## src/include/snake_consts.svh

```systemverilog
`ifndef SNAKE_CONSTS_SVH
`define SNAKE_CONSTS_SVH

// Playfield extent in cells
`define SNAKE_GRID_W 32
`define SNAKE_GRID_H 24

// Coordinate width, one spare bit so a step off the low edge wraps high
`define SNAKE_COORD_W 6

// Body register count and length after start
`define SNAKE_MAX_LEN 8
`define SNAKE_START_LEN 3

// Credits held after reset, matches display engine buffer depth
`define DRAW_CREDITS 4

`endif

```

## src/verilog/snake_types_pkg.sv

```systemverilog
`default_nettype none
`include "snake_consts.svh"

package snake_types_pkg;

    ////////////////////
    // Grid point
    ////////////////////
    typedef struct packed {
        logic [`SNAKE_COORD_W-1:0] x;
        logic [`SNAKE_COORD_W-1:0] y;
    } point_t;

    // Heading, DOWN increases y
    typedef enum logic [1:0] {
        RIGHT,
        DOWN,
        LEFT,
        UP
    } dir_e;

    // Game FSM states
    typedef enum logic [1:0] {
        IDLE,
        RUN,
        OVER
    } game_state_e;

    // Settings seen by the game
    typedef struct packed {
        logic [15:0] interval;
        point_t      food;
        logic        food_valid;
    } cfg_t;

endpackage

`default_nettype wire

```

## src/verilog/draw_pkg.sv

```systemverilog
`default_nettype none

package draw_pkg;

    ////////////////////
    // Display link
    ////////////////////

    // Commands understood by the display engine
    typedef enum logic [1:0] {
        DRAW_HEAD,
        ERASE_TAIL,
        GAME_OVER
    } draw_op_e;

    // One command, cell is don't care for GAME_OVER
    typedef struct packed {
        draw_op_e                 op;
        snake_types_pkg::point_t  pt;
    } draw_cmd_t;

endpackage

`default_nettype wire

```

## src/verilog/snake_config.sv

```systemverilog
`timescale 1ns/100ps
`default_nettype none
`include "snake_consts.svh"

module snake_config (
    input  logic                  clk,
    input  logic                  reset,
    input  logic                  cfg_wr,
    input  logic [1:0]            cfg_addr,
    input  logic [15:0]           cfg_wdata,
    input  logic                  food_eaten,
    output snake_types_pkg::cfg_t cfg,
    output logic                  start
);
    import snake_types_pkg::*;

    // Register map
    localparam logic [1:0] ADDR_INTERVAL = 2'd0;
    localparam logic [1:0] ADDR_FOOD = 2'd1;
    localparam logic [1:0] ADDR_START = 2'd2;

    // Step interval until software writes one
    localparam logic [15:0] DEFAULT_INTERVAL = 16'd15;

    logic [15:0] interval_q;
    point_t      food_q;
    logic        food_valid_q;

    // Control registers
    always_ff @(posedge clk) begin
        if (reset) begin
            interval_q <= DEFAULT_INTERVAL;
            food_valid_q <= 1'b0;
            start <= 1'b0;
        end else begin
            start <= cfg_wr && (cfg_addr == ADDR_START);
            if (cfg_wr && (cfg_addr == ADDR_INTERVAL)) begin
                interval_q <= cfg_wdata;
            end
            // New food wins over a same-cycle eat
            if (cfg_wr && (cfg_addr == ADDR_FOOD)) begin
                food_valid_q <= 1'b1;
            end else if (food_eaten) begin
                food_valid_q <= 1'b0;
            end
        end
    end

    // Food cell, x in low byte and y in high byte
    always_ff @(posedge clk) begin
        if (cfg_wr && (cfg_addr == ADDR_FOOD)) begin
            food_q.x <= cfg_wdata[`SNAKE_COORD_W-1:0];
            food_q.y <= cfg_wdata[8+`SNAKE_COORD_W-1:8];
        end
    end

    always_comb begin
        cfg.interval = interval_q;
        cfg.food = food_q;
        cfg.food_valid = food_valid_q;
    end

endmodule

`default_nettype wire

```

## src/verilog/snake_body.sv

```systemverilog
`timescale 1ns/100ps
`default_nettype none
`include "snake_consts.svh"

module snake_body (
    input  logic                    clk,
    input  logic                    reset,
    input  logic                    step,
    input  logic                    grow,
    input  snake_types_pkg::point_t new_head,
    output snake_types_pkg::point_t head,
    output snake_types_pkg::point_t neck,
    output snake_types_pkg::point_t tail,
    output logic                    hit
);
    import snake_types_pkg::*;

    localparam int LEN_W = $clog2(`SNAKE_MAX_LEN + 1);
    localparam int IDX_W = $clog2(`SNAKE_MAX_LEN);

    // Segment 0 is the head
    point_t seg [`SNAKE_MAX_LEN];

    logic [LEN_W-1:0] len;
    logic [LEN_W-1:0] live;
    logic [IDX_W-1:0] tail_idx;
    logic             full;

    assign full = (len == LEN_W'(`SNAKE_MAX_LEN));

    ////////////////////
    // Segment shift
    ////////////////////

    // At full length the oldest point falls off, even on grow
    always_ff @(posedge clk) begin
        if (step) begin
            seg[0] <= new_head;
            for (int i = 1; i < `SNAKE_MAX_LEN; i++) begin
                seg[i] <= seg[i-1];
            end
        end
    end

    // Length only moves on growing steps
    always_ff @(posedge clk) begin
        if (reset) begin
            len <= '0;
        end else if (step && grow && !full) begin
            len <= len + 1'b1;
        end
    end

    ////////////////////
    // Views and compare
    ////////////////////

    always_comb begin
        if (len == '0) begin
            tail_idx = '0;
        end else begin
            tail_idx = IDX_W'(len - 1'b1);
        end
    end

    assign head = seg[0];
    assign neck = seg[1];
    assign tail = seg[tail_idx];

    // Segments still occupied after this step
    // Tail cell is vacated unless the snake really grows
    always_comb begin
        if (len == '0) begin
            live = '0;
        end else if (grow && !full) begin
            live = len;
        end else begin
            live = len - 1'b1;
        end
    end

    // Offered head against every live segment
    always_comb begin
        hit = 1'b0;
        for (int i = 0; i < `SNAKE_MAX_LEN; i++) begin
            if ((LEN_W'(i) < live) && (seg[i] == new_head)) begin
                hit = 1'b1;
            end
        end
    end

endmodule

`default_nettype wire

```

## src/verilog/snake_game.sv

```systemverilog
`timescale 1ns/100ps
`default_nettype none
`include "snake_consts.svh"

module snake_game (
    input  logic                         clk,
    input  logic                         reset,
    input  snake_types_pkg::cfg_t        cfg,
    input  logic                         start,
    input  snake_types_pkg::dir_e        dir_in,
    input  snake_types_pkg::point_t      head,
    input  snake_types_pkg::point_t      neck,
    input  snake_types_pkg::point_t      tail,
    input  logic                         hit,
    input  logic [2:0]                   free_slots,
    output logic                         step,
    output logic                         grow,
    output logic                         food_eaten,
    output logic                         ev_push,
    output snake_types_pkg::point_t      new_head,
    output draw_pkg::draw_cmd_t          ev_cmd,
    output snake_types_pkg::game_state_e state
);
    import snake_types_pkg::*;
    import draw_pkg::*;

    // Initial head cell, body extends to the left
    localparam int START_X = 4;
    localparam int START_Y = 4;

    localparam int LEN_W = $clog2(`SNAKE_MAX_LEN + 1);

    logic [15:0]      interval_cnt;
    dir_e             cur_dir;
    dir_e             move_dir;
    logic             loading;
    logic [1:0]       load_idx;
    logic             head_pending;
    point_t           load_pt;
    point_t           want_pt;
    point_t           keep_pt;
    point_t           move_pt;
    logic             due;
    logic             step_fire;
    logic             load_go;
    logic             wall;
    logic             collide;
    logic             food_hit;
    logic             growing;
    logic [LEN_W-1:0] body_len;

    // One cell in the given heading
    function automatic point_t advance(point_t p, dir_e d);
        point_t q;
        q = p;
        case (d)
            RIGHT: q.x = p.x + 1'b1;
            DOWN: q.y = p.y + 1'b1;
            LEFT: q.x = p.x - 1'b1;
            default: q.y = p.y - 1'b1;
        endcase
        return q;
    endfunction

    ////////////////////
    // Next head
    ////////////////////

    // Reversal onto the neck keeps the old heading
    always_comb begin
        want_pt = advance(head, dir_in);
        keep_pt = advance(head, cur_dir);
        if (want_pt == neck) begin
            move_pt = keep_pt;
            move_dir = cur_dir;
        end else begin
            move_pt = want_pt;
            move_dir = dir_in;
        end
    end

    // Start segments, tail first
    assign load_pt.x = `SNAKE_COORD_W'(START_X - `SNAKE_START_LEN + 1 + int'(load_idx));
    assign load_pt.y = `SNAKE_COORD_W'(START_Y);

    // Off the low edge wraps to a large value
    assign wall = (move_pt.x >= `SNAKE_COORD_W'(`SNAKE_GRID_W)) ||
                  (move_pt.y >= `SNAKE_COORD_W'(`SNAKE_GRID_H));
    assign collide = wall || hit;
    assign food_hit = cfg.food_valid && (move_pt == cfg.food);

    // Eating at full length does not grow
    assign growing = food_hit && (body_len < LEN_W'(`SNAKE_MAX_LEN));

    // Step needs room for erase plus head
    assign due = (state == RUN) && !head_pending && (interval_cnt >= cfg.interval);
    assign step_fire = due && (free_slots >= 3'd2);
    assign load_go = loading && (free_slots != 3'd0);

    ////////////////////
    // Body and queue
    ////////////////////

    assign new_head = loading ? load_pt : move_pt;
    assign grow = loading || food_hit;
    assign step = load_go || (step_fire && !collide);
    assign food_eaten = step_fire && !collide && food_hit;

    // Step cycle carries erase or game over, head follows a cycle later
    assign ev_push = load_go || head_pending || (step_fire && (collide || !growing));

    always_comb begin
        if (loading) begin
            ev_cmd.op = DRAW_HEAD;
            ev_cmd.pt = load_pt;
        end else if (head_pending) begin
            // Body already holds the new head
            ev_cmd.op = DRAW_HEAD;
            ev_cmd.pt = head;
        end else if (collide) begin
            ev_cmd.op = GAME_OVER;
            ev_cmd.pt = move_pt;
        end else begin
            ev_cmd.op = ERASE_TAIL;
            ev_cmd.pt = tail;
        end
    end

    ////////////////////
    // Game FSM
    ////////////////////

    always_ff @(posedge clk) begin
        if (reset) begin
            state <= IDLE;
            cur_dir <= RIGHT;
            loading <= 1'b0;
            load_idx <= '0;
            head_pending <= 1'b0;
            interval_cnt <= '0;
            body_len <= '0;
        end else begin
            head_pending <= step_fire && !collide;
            case (state)
                IDLE: begin
                    if (loading) begin
                        if (load_go) begin
                            load_idx <= load_idx + 1'b1;
                            // Last start segment placed
                            if (load_idx == 2'(`SNAKE_START_LEN - 1)) begin
                                loading <= 1'b0;
                                state <= RUN;
                                cur_dir <= RIGHT;
                                interval_cnt <= '0;
                                body_len <= LEN_W'(`SNAKE_START_LEN);
                            end
                        end
                    end else if (start) begin
                        loading <= 1'b1;
                        load_idx <= '0;
                    end
                end
                RUN: begin
                    if (step_fire) begin
                        interval_cnt <= '0;
                        if (collide) begin
                            state <= OVER;
                        end else begin
                            cur_dir <= move_dir;
                            if (growing) begin
                                body_len <= body_len + 1'b1;
                            end
                        end
                    end else if (!due) begin
                        interval_cnt <= interval_cnt + 1'b1;
                    end
                end
                // Held until reset
                default: begin
                    state <= OVER;
                end
            endcase
        end
    end

endmodule

`default_nettype wire

```

## src/verilog/draw_sender.sv

```systemverilog
`timescale 1ns/100ps
`default_nettype none
`include "snake_consts.svh"

module draw_sender (
    input  logic                clk,
    input  logic                reset,
    input  logic                ev_push,
    input  draw_pkg::draw_cmd_t ev_cmd,
    input  logic                credit_return,
    output logic [2:0]          free_slots,
    output logic                cmd_valid,
    output draw_pkg::draw_cmd_t cmd
);
    import draw_pkg::*;

    localparam int DEPTH = 4;

    draw_cmd_t  fifo_mem [DEPTH];
    logic [1:0] wr_ptr;
    logic [1:0] rd_ptr;
    logic [2:0] count;
    logic [2:0] credits;
    logic       do_push;
    logic       do_send;

    ////////////////////
    // Queue
    ////////////////////

    // Push into a full queue is dropped
    assign do_push = ev_push && (count != 3'(DEPTH));

    // Oldest entry goes out when a credit is held
    assign do_send = (count != 3'd0) && (credits != 3'd0);

    assign cmd_valid = do_send;
    assign cmd = fifo_mem[rd_ptr];
    assign free_slots = 3'(DEPTH) - count;

    always_ff @(posedge clk) begin
        if (do_push) begin
            fifo_mem[wr_ptr] <= ev_cmd;
        end
    end

    always_ff @(posedge clk) begin
        if (reset) begin
            wr_ptr <= '0;
            rd_ptr <= '0;
            count <= '0;
        end else begin
            if (do_push) begin
                wr_ptr <= wr_ptr + 1'b1;
            end
            if (do_send) begin
                rd_ptr <= rd_ptr + 1'b1;
            end
            count <= count + {2'b00, do_push} - {2'b00, do_send};
        end
    end

    ////////////////////
    // Credits
    ////////////////////

    // One per free slot in the display engine
    always_ff @(posedge clk) begin
        if (reset) begin
            credits <= 3'(`DRAW_CREDITS);
        end else begin
            credits <= credits + {2'b00, credit_return} - {2'b00, do_send};
        end
    end

endmodule

`default_nettype wire

```

## src/verilog/snake_top.sv

```systemverilog
`timescale 1ns/100ps
`default_nettype none

module snake_top (
    input  logic                         clk,
    input  logic                         reset,
    input  logic                         cfg_wr,
    input  logic [1:0]                   cfg_addr,
    input  logic [15:0]                  cfg_wdata,
    input  snake_types_pkg::dir_e        dir_in,
    input  logic                         credit_return,
    output logic                         cmd_valid,
    output draw_pkg::draw_cmd_t          cmd,
    output snake_types_pkg::game_state_e state
);
    import snake_types_pkg::*;
    import draw_pkg::*;

    // Config to game
    cfg_t cfg;
    logic start;
    logic food_eaten;

    // Game and body
    logic   step;
    logic   grow;
    logic   hit;
    point_t new_head;
    point_t head;
    point_t neck;
    point_t tail;

    // Game to sender
    logic       ev_push;
    draw_cmd_t  ev_cmd;
    logic [2:0] free_slots;

    snake_config config_i (
        .clk        (clk),
        .reset      (reset),
        .cfg_wr     (cfg_wr),
        .cfg_addr   (cfg_addr),
        .cfg_wdata  (cfg_wdata),
        .food_eaten (food_eaten),
        .cfg        (cfg),
        .start      (start)
    );

    snake_game game_i (
        .clk        (clk),
        .reset      (reset),
        .cfg        (cfg),
        .start      (start),
        .dir_in     (dir_in),
        .head       (head),
        .neck       (neck),
        .tail       (tail),
        .hit        (hit),
        .free_slots (free_slots),
        .step       (step),
        .grow       (grow),
        .food_eaten (food_eaten),
        .ev_push    (ev_push),
        .new_head   (new_head),
        .ev_cmd     (ev_cmd),
        .state      (state)
    );

    snake_body body_i (
        .clk      (clk),
        .reset    (reset),
        .step     (step),
        .grow     (grow),
        .new_head (new_head),
        .head     (head),
        .neck     (neck),
        .tail     (tail),
        .hit      (hit)
    );

    draw_sender sender_i (
        .clk           (clk),
        .reset         (reset),
        .ev_push       (ev_push),
        .ev_cmd        (ev_cmd),
        .credit_return (credit_return),
        .free_slots    (free_slots),
        .cmd_valid     (cmd_valid),
        .cmd           (cmd)
    );

endmodule

`default_nettype wire

```

## config.mk

```make
export PLATFORM = sky130hd
export DESIGN_NAME = snake_top
export DESIGN_NICKNAME = d
export VERILOG_FILES = /design/src/verilog/snake_types_pkg.sv /design/src/verilog/draw_pkg.sv /design/src/verilog/snake_config.sv /design/src/verilog/snake_body.sv /design/src/verilog/snake_game.sv /design/src/verilog/draw_sender.sv /design/src/verilog/snake_top.sv
export VERILOG_INCLUDE_DIRS = /design/src /design/src/include
export SDC_FILE = /design/constraint.sdc
export NUM_CORES = 1
export LEC_CHECK = 0
export BUFFER_PORTS_ARGS = -buffer_cell sky130_fd_sc_hd__buf_4
export CORE_MARGIN = 2
export CORE_UTILIZATION = 30
export CTS_CLUSTER_SIZE = 8
export DETAILED_ROUTE_END_ITERATION = 10
export GPL_TIMING_DRIVEN = 0
export PLACE_DENSITY = 0.47
export SLEW_MARGIN = 20
export SYNTH_ARGS = -nofsm -noshare
export SYNTH_HDL_FRONTEND = slang
export SYNTH_SLANG_ARGS = --single-unit
```

## constraint.sdc

```tcl
create_clock -name clk -period 8.7 [get_ports clk]
set_clock_uncertainty 0.1 [all_clocks]
set_input_delay 0 -clock clk [delete_from_list [all_inputs] [get_ports clk]]
set_output_delay 0 -clock clk [all_outputs]
set_load 0.05 [all_outputs]
```

==> results of run 1 <==
worst paths after layout:
path	start	to	slack [ps]
setup / recovery	body_i.seg[0][6]	sender_i.count[2]	800
hold / removal	cfg_wdata[11]	config_i.cfg[4]	90
setup reg to reg	body_i.seg[0][6]	sender_i.count[2]	800
hold reg to reg	body_i.seg[4][2]	body_i.seg[5][2]	350
cells in the final DEF (no fill, tap or decap), types with 35 or more instances in the layout:
cell       count
a21oi_1       65
nor2_1       109
dfxtp_1       62
nor3_1        53
clkbuf_1      78
xor2_1        46
ha_1          38
o21ai_0       42
xnor2_1       68
nand3_1       46
clkbuf_16     35
edfxtp_1     164
nand2_1      115
inv_1         59
buf_4         43
metal layers:
metal | vias to the layer above | global-route usage | part of all wire
li1 | 5489 | - | -
met1 | 5879 | 0.2986 | 0.45
met2 | 500 | 0.3243 | 0.44
met3 | 99 | 0.03354 | 0.068
met4 | 0 | 0.08121 | 0.036
met5 | - | 0 | 0
kinds of logic after synthesis:
kind of cell / after synthesis
AND/OR/NAND/NOR: 509
AO/OA/AOI/OAI: 329
flip-flops: 226
buffers and inverters: 150
XOR/XNOR: 117
adder cells (fa/ha/maj): 40
multiplexers: 35
report_power, final:
group / internal [mW] / switching, mW
sequential: 1.22 / 0.0479
combinational: 0.250 / 0.423
clock: 0.737 / 0.492
flip-flops by register name, summed over array words and instances, names as in the netlist, named ones only:
register,flops
game_i.interval_cnt,16
body_i.len,4
config_i.food_valid_q,1
body_i.seg,96
game_i.loading,1
game_i.body_len,4
game_i.load_idx,2
game_i.head_pending,1
sender_i.fifo_mem,56
sender_i.rd_ptr,2
sender_i.credits,3
sender_i.count,3
config_i.cfg,12
sender_i.wr_ptr,2
game_i.state,2
game_i.cur_dir,2
config_i.interval_q,16
config_i.start,1
critical path, cell delays in order (launching register included):
cell and delay, ps:
edfxtp_1 490, buf_2 340, inv_1 250, ha_1 390, xor2_1 170, mux2i_1 600
xnor2_1 160, nor3_1 440, and4_1 260, buf_4 180, a21oi_1 240, nor3_1 980
and4_1 300, o32ai_1 110, nor4_1 870, nor2_1 120, o22a_1 290, nand3_4 210
o311a_4 270, ha_1 160, inv_1 50, fa_1 400, xnor2_1 180, xnor2_1 130
nor2_1 50
what timing repair did:
item | CTS | global route
gates resized for setup | 0 | 0
endpoints found under the hold margin | 37 | 0
buffers inserted | 0 | 0
hold buffers | 24 | 0
through the flow:
| stage | setup WS (ps) | utilization |
|---|---|---|
| 2_1_floorplan | 1550 | - |
| 3_3_place_gp | -1546 | 0.3248 |
| 3_5_place_dp | 999.7 | 0.3264 |
| 4_1_cts | 973.3 | 0.3526 |
| 5_1_grt | 548.8 | 0.3526 |
| 6_report | 796.1 | 0.3526 |
area by class of cell:
class                      count  area [um^2]  area share
multi-input combinational   1030         7216      0.4424
sequential                   226         6166      0.3781
buffer                        90        392.9     0.02409
timing repair buffer          64        580.6     0.03560
inverter                      60        225.2     0.01381
clock buffer                  50        932.1     0.05715
clock inverter                 3        37.54    0.002301
tap                          607        759.5     0.04657
==> reports/summary.md, run 1 <==
* **initial antenna violation count** 0
* **largest fanout on the critical path** 10
* **pin count of the biggest net entering global routing** 45
* **number of setup violations in the final report** 0
* **largest family of logic cells by synthesized area** simple AND/OR/NAND/NOR gates
* **global routing usage summed across all routing layers** 0.2117
* **Initial Util** 0.3023
* **maximum vdd ir drop** 108.7 uV
* **count of input and output buffers** 38
* **Finished Cell Area** 16310 um^2
* **Die Ht** 219.9 um
* **count of inserted antenna diode cells** 0
* **setup repair after global routing missed its margin** no
* **simple logic cell fraction of the synthesized area** 0.1907
* **relative max-transition margin** 0.2482
* **fmax** 126.5 MHz
* **H-tree levels** 2
* **via count of the first global-routing pass** 11240
* **instance count after placement with tap cells included** 2053
* **most common cell in the netlist** edfxtp_1
* **status** finished, final reports clean
* **clock tree from TritonCTS** yes
* **post-synthesis cell type count** 106
* **count of yosys warnings during synthesis** 0
* **number of flops mapped to enable cells by yosys** 164
* **Avg Cell Area, Syn** 9.945 um^2
* **kind of launch point of the worst setup path** flip-flop
* **setup tns final** 0 ps
* **fraction of synthesized area in multiplexers** 0.03866
* **Syn Inst Count** 1406
* **cell types occupying the most area after synthesis** edfxtp_1 35%, dfxtp_1 8.9%, xnor2_1 4.3%, ha_1 3.4%, nand2_1 3.1%
* **Fin. Hold Viols** 0
* **Critical Path Sink Type** flip-flop
* **commonest cells in the netlist** 164 x edfxtp_1, 115 x nand2_1, 109 x nor2_1
* **number of placed I/O pins** 41
* **Final Cycle Share** 0.9085
* **synthesized net count** 1470
* **Remaining Overflow, GRT** 0
* **share of Yosys cell area claimed by the top area cell type** 0.3522
* **share of synthesized cell area in full adder, half adder and majority cells** 0.03687
* **post-synthesis async set-or-reset flop share** 0
* **first-pass GRT wire length** 75020 um
* **number of instances on the worst hold path** 2
* **tightest hold margin** 89.02 ps
* **Leakage Power** 5.594 nW
* **synth-to-layout area growth** 16.64%
* **routed length per placed instance** 24.03 um
* **post-layout min period** 7904 ps
* **synthesized-area fraction occupied by xor and xnor cells** 0.07544
* **Floorplan Core Area** 46260 um^2
* **DRC violation count after routing** 0
* **Post-DP HPWL** 38420 um
* **dominant register cell in the synthesized netlist** edfxtp_1
* **cell count of the worst reg-to-reg path** 24
* **Crit path arrival time** 8210 ps
* **pins over their slew limit** 0
* **NumNets Final** 1570
* **share of post-route cells with drive strength above 1** 0.09849
* **Synth Register Bits** 226
* **Worst Max-Slew Pin Slew** 1119 ps
* **Via Count** 11970
* **max capacitance violation total** 0
* **clk slew on worst S/H paths** 50 ps
* **final weighted congestion in routability-driven placement** 0.9799
* **power density relative to cell area** 194.2 nW/um^2
* **Pre-antenna DRT Iters** 6
* **Final Non-Filler Cells** 2130
* **DRT Wirelength** 51180 um
* **biggest area consumer among synthesized cells** edfxtp_1
* **Sinks on Clock Net** 226
* **Crit Path Class** reg -> reg
* **share of the yosys chip area belonging to registers** 0.4410
* **clock root buffer** clkbuf_16
* **number of DRC markers after the initial detailed-route iteration** 1157
* **type of the most critical hold path** in -> reg
* **CTS buffer count** 34
* **die footprint** 48350 um^2
* **row count** 79
* **FILL cells** 4785
* **detailed-route vias per instance** 5.618
* **number of buffers on the longest clock path** 3
* **worst-skew pair later-pin latency** 550 ps
* **Cell Area, Synth** 13980 um^2
* **power after layout** 3.167 mW
* **number of antenna-violating nets in the routed design** 0
* **Post-DP Area** 15100 um^2
* **Compound-Gate Fraction of Synth Area** 0.1732
* **die width** 219.9 um
* **worst path required time** 9010 ps
No activity file was read; power rests on OpenSTA's default activity.
==> inputs of run 2 (changes only) <==
BUFFER_PORTS_ARGS = -buffer_cell sky130_fd_sc_hd__buf_2   (was -buffer_cell sky130_fd_sc_hd__buf_4)
CORE_UTILIZATION = 45   (was 30)
PLACE_DENSITY = 0.64   (was 0.47)
==> reports/summary.md, run 2 (synthesized netlist as in run 1, its figures left out) <==
* **status** finished, final reports clean
* **type of the most critical hold path** in -> reg
* **kind of launch point of the worst setup path** flip-flop
* **number of instances on the worst hold path** 2
* **Initial Util** 0.4571
* **most common cell after layout, fill and taps aside** edfxtp_1
* **endpoint of the worst register-to-register path** sender_i.fifo_mem[0][9]
* **number of placed I/O pins** 41
* **Worst Max-Slew Pin Slew** 1239 ps
* **first-pass GRT wire length** 73970 um
* **via count of the first global-routing pass** 11340
* **number of hold buffers added after cts** 25
* **detailed-route vias per instance** 6.263
* **Psw** 0.9527 mW
* **post-layout min period** 7838 ps
* **Via Count** 12030
* **pin count of the biggest net entering global routing** 50
* **combinational share of power** 0.205
* **register-to-register setup slack** 860 ps
* **highest-count cells in the layout ignoring fill and taps** 164 x edfxtp_1, 115 x nand2_1, 109 x nor2_1
* **clock root buffer** clkbuf_16
* **pins over their slew limit** 0
* **die footprint** 32500 um^2
* **worst hold endpoint** config_i.cfg[11]
* **CP max stage delay** 1010 ps
* **Sinks on Clock Net** 226
* **Final Cycle Share** 0.9010
* **die width** 180.3 um
* **Regs by FF count** body_i.seg x96, sender_i.fifo_mem x56
* **clock tree from TritonCTS** yes
* **DRC violation count after routing** 0
* **count of cells resized by post-cts repair** 0
* **number of buffers on the longest clock path** 3
* **initial antenna violation count** 1
* **final weighted congestion in routability-driven placement** 1.008
* **row count** 64
* **Post-DP HPWL** 36750 um
* **H-tree levels** 2
* **Die Ht** 180.3 um
* **Fin. Hold Viols** 0
* **worst-skew pair later-pin latency** 530 ps
* **synth-to-layout area growth** 14.11%
* **clk slew on worst S/H paths** 50 ps
* **Crit Path Class** reg -> reg
* **max capacitance violation total** 0
* **flip-flop count of the largest register, all copies and words added** 96
* **startpoint of the worst register-to-register path** body_i.seg[0][1]
* **CTS buffer count** 34
* **worst path required time** 8800 ps
* **cell count of the worst reg-to-reg path** 19
* **number of DRC markers after the initial detailed-route iteration** 1254
* **Remaining Overflow, GRT** 0
* **Net Sw Frac** 0.3023
* **maximum vdd ir drop** 187.4 uV
* **count of inserted antenna diode cells** 0
* **Critical Path Sink Type** flip-flop
* **FILL cells** 2808
* **fmax** 127.6 MHz
* **largest reg by FF count** body_i.seg
* **NumNets Final** 1570
* **sequential group share of total power** 0.400
* **share of post-route cells with drive strength above 1** 0.09843
* **slowest library cell on the worst path** nor3_1
* **number of setup violations in the final report** 0
* **relative max-transition margin** 0.1677
* **final core utilization** 0.5216
* **internal cell power** 2.199 mW
* **Leakage Power** 5.563 nW
* **DRT Wirelength** 49510 um
* **tightest hold margin** 119.2 ps
* **routed length per placed instance** 25.79 um
* **largest fanout on the critical path** 10
* **critical-path cell list** buf_1 > inv_1 > ha_1 > nand2_1 > a21o_1 > xor3_1 > and3_1 > nand2_1 > clkbuf_1 > nor3_1 > nor3_1 > xnor2_1 > nand4_1 > nor4_1 > nor2_1 > o22a_1 > nand3_4 > mux2_1 > a2111oi_2
* **number of antenna-violating nets in the routed design** 0
* **count of input and output buffers** 38
* **Crit path arrival time** 7930 ps
* **power density relative to cell area** 197.6 nW/um^2
* **setup tns final** 0 ps
* **global routing usage summed across all routing layers** 0.3011
* **part of the power in the clock network** 0.395
* **Post-CTS Setup Bufs** 0
* **start point of the worst hold path** cfg_wdata[4]
* **Floorplan Core Area** 30590 um^2
* **setup repair after global routing missed its margin** no
* **Pre-antenna DRT Iters** 6
## run 2: power groups by stage
stage / sequential [mW] / clock, mW / combinational [mW]
floorplan: 1.27 / 0 / 0.473
global placement: 1.28 / 0 / 0.626
detailed placement: 1.28 / 0 / 0.634
CTS: 1.26 / 1.26 / 0.644
global route: 1.27 / 1.30 / 0.698
finish: 1.26 / 1.24 / 0.645
## run 2: layer usage
layer  vias up  GRT usage  wire, um
li1       5480          -         -
met5         -          0         0
met1      5890     0.4311     21900
met4         0     0.1071      1928
met3       104    0.04790      3745
met2       551     0.4631     21940
## run 2: critical path: cells and delay by family, from the launching register on
kind | cells | cell delay, ps
DFF | 1 | 440
AOI/OAI and AO/OA | 3 | 1290
adders and majority gates | 1 | 300
xor gates and xnor gates | 2 | 520
and+or+nand+nor | 9 | 3140
muxes | 1 | 360
buffers and inverters | 3 | 1360
## run 2: through the flow
step                      instances  cell area [um^2]  setup slack [ps]  total power [mW]
after CTS                      1920             15960              1184             3.167
final                          1920             15960             861.7             3.152
after global routing           1920             15960             672.3             3.269
after floorplan                1406             13980              1550             1.741
after global placement         1840             14670             -1626             1.910
after detailed placement       1841             14710              1264             1.915
## run 2: final cells by class
class | count | area, um^2 | share of cell area
inverter | 60 | 225.2 | 0.01412
clock buffer | 52 | 959.7 | 0.06015
buffer | 90 | 392.9 | 0.02462
tap | 396 | 495.5 | 0.03105
clock inverter | 2 | 32.53 | 0.002039
sequential | 226 | 6166 | 0.3864
multi-input combinational | 1030 | 7216 | 0.4522
timing repair buffer | 64 | 467.9 | 0.02933
## run 2: how the worst max path moves through the flow
| stage | slack, ps | depth (start not counted) | from | end |
|---|---|---|---|---|
| global route | 670 | 24 | body_i.seg[0][1] | sender_i.count[2] |
| global placement | -1630 | 18 | body_i.seg[0][6] | body_i.seg[0][9] |
| finish | 860 | 19 | body_i.seg[0][1] | sender_i.fifo_mem[0][9] |
| CTS | 1180 | 20 | body_i.seg[0][1] | sender_i.fifo_mem[0][6] |
| floorplan | 1550 | 21 | body_i.seg[0][0] | body_i.seg[0][0] |
| detailed placement | 1260 | 20 | body_i.seg[0][1] | sender_i.fifo_mem[0][6] |
==> inputs of run 3 (changes only) <==
MAX_ROUTING_LAYER = met4   (was not set)
PLACE_DENSITY = 0.66   (was 0.64)
clock period = 6.45 ns   (was 8.7 ns; I/O delays follow)
==> reports/summary.md, run 3 (synthesized netlist as in run 1, its figures left out) <==
* **status** finished, final reports clean
* **final weighted congestion in routability-driven placement** 1.010
* **share of post-route cells with drive strength above 1** 0.1459
* **row count** 64
* **number of antenna-violating nets in the routed design** 0
* **final core utilization** 0.5396
* **Die Ht** 180.3 um
* **DRC violation count after routing** 0
* **largest reg by FF count** body_i.seg
* **Worst Max-Slew Pin Slew** 1052 ps
* **die width** 180.3 um
* **count of input and output buffers** 38
* **worst path required time** 6740 ps
* **clk slew on worst S/H paths** 60 ps
* **most common cell after layout, fill and taps aside** edfxtp_1
* **setup slack of the critical path after layout** 171.6 ps
* **global routing usage summed across all routing layers** 0.3168
* **type of the most critical hold path** in -> reg
* **pre-CTS setup slack** -1445 ps
* **via count of the first global-routing pass** 11590
* **kind of launch point of the worst setup path** flip-flop
* **instance count after placement with tap cells included** 1842
* **post-layout min period** 6278 ps
* **most heavily used metal layer in global routing** met2
* **max capacitance violation total** 0
* **pins over their slew limit** 0
* **pin count of the biggest net entering global routing** 35
* **first-pass GRT wire length** 74900 um
* **number of placed I/O pins** 41
* **combinational share of power** 0.213
* **detailed-route vias per instance** 6.366
* **clock root buffer** clkbuf_16
* **buffering stage count on the worst path with inverters included** 5
* **CP max stage delay** 550 ps
* **Finished Cell Area** 16510 um^2
* **clock tree from TritonCTS** yes
* **NumNets Final** 1595
* **Fin. Hold Viols** 0
* **part of the power in the clock network** 0.389
* **Psw** 1.337 mW
* **worst-skew pair later-pin latency** 540 ps
* **routed length per placed instance** 26.32 um
* **Crit Path Class** reg -> reg
* **number of setup violations in the final report** 0
* **Via Count** 12390
* **Initial Util** 0.4571
* **Pre-antenna DRT Iters** 5
* **DRT Wirelength** 51230 um
* **area occupied by multi-input gates** 7537 um^2
* **sequential cell area** 6166 um^2
* **fmax** 159.3 MHz
* **Post-DP HPWL** 37230 um
* **die footprint** 32500 um^2
* **Net Sw Frac** 0.3110
* **setup tns final** 0 ps
* **highest-count cells in the layout ignoring fill and taps** 164 x edfxtp_1, 113 x nand2_1, 105 x nor2_1
* **Regs by FF count** body_i.seg x96, sender_i.fifo_mem x56
* **power after layout** 4.300 mW
* **met3 Use GR** 0.06508
* **synth-to-layout area growth** 18.05%
* **Sinks on Clock Net** 226
* **slowest library cell on the worst path** or4_1
* **Crit path arrival time** 6570 ps
* **Floorplan Core Area** 30590 um^2
* **category of cells accounting for the largest share of critical-path delay** compound AO/OA/AOI/OAI gates
* **internal cell power** 2.963 mW
* **relative max-transition margin** 0.2986
* **sequential group share of total power** 0.397
* **largest fanout on the critical path** 10
* **number of buffers on the longest clock path** 3
* **Leakage Power** 5.782 nW
* **Critical Path Sink Type** flip-flop
* **maximum vdd ir drop** 237.0 uV
* **H-tree levels** 2
* **power density relative to cell area** 260.5 nW/um^2
* **Remaining Overflow, GRT** 0
* **GRT met2 Usage** 0.4760
* **CTS buffer count** 34
* **flip-flop count of the largest register, all copies and words added** 96
* **tightest hold margin** 117.7 ps
* **Final Non-Filler Cells** 1946
* **met1 GRT Util** 0.4132
* **number of DRC markers after the initial detailed-route iteration** 1157
* **Post-DP Area** 14720 um^2
* **FILL cells** 2758
* **Final Cycle Share** 0.9734
* **initial antenna violation count** 1
-- run 3: cell types whose count changed in the layout (fill, tap and decap cells not counted), sizes merged --
cell	previous run	this run
inv	59	57
nand2b	17	18
clkinvlp	0	2
clkbuf	116	109
buf	65	94
diode	0	1
dlygate4sd3	25	24
xor2	47	48
clkinv	3	5
-- run 3: repair_timing --
action,4_1_cts,5_1_grt
pin swaps,10,11
resized for setup,47,34
hold endpoints to repair,37,0
buffers inserted,11,17
endpoints found under the setup margin,227,181
cloned,1,1
hold buffers,24,0
-- run 3: worst paths after layout --
kind	startpoint	slack, ps	cells after the start	endpoint
setup / recovery	body_i.seg[0][6]	170	25	sender_i.count[2]
hold / removal	cfg_wdata[1]	120	2	config_i.cfg[8]
setup reg to reg	body_i.seg[0][6]	170	25	sender_i.count[2]
hold reg to reg	body_i.seg[0][5]	340	0	body_i.seg[1][5]
-- run 3: power groups by stage --
stage	Clock (mW)	Sequential [mW]	Combinational, mW
after global placement	0	1.73	0.835
after global routing	1.75	1.72	0.985
final	1.67	1.71	0.917
after floorplan	0	1.71	0.638
after CTS	1.70	1.71	0.893
after detailed placement	0	1.73	0.854
-- run 3: per-layer routing --
metal / up-vias / wire [um]
met3: 159 / 4579
li1: 5545 / -
met5: - / 0
met4: 0 / 2739
met2: 646 / 22570
met1: 6039 / 21340
-- run 3: final cells by class --
class / count / area share
Antenna cell: 1 / 0.0001516
Buffer: 85 / 0.02448
Clock buffer: 50 / 0.05579
Clock inverter: 4 / 0.004018
Inverter: 60 / 0.01410
Multi-Input combinational cell: 1032 / 0.4566
Sequential cell: 226 / 0.3736
Tap cell: 396 / 0.03002
Timing Repair Buffer: 92 / 0.04124
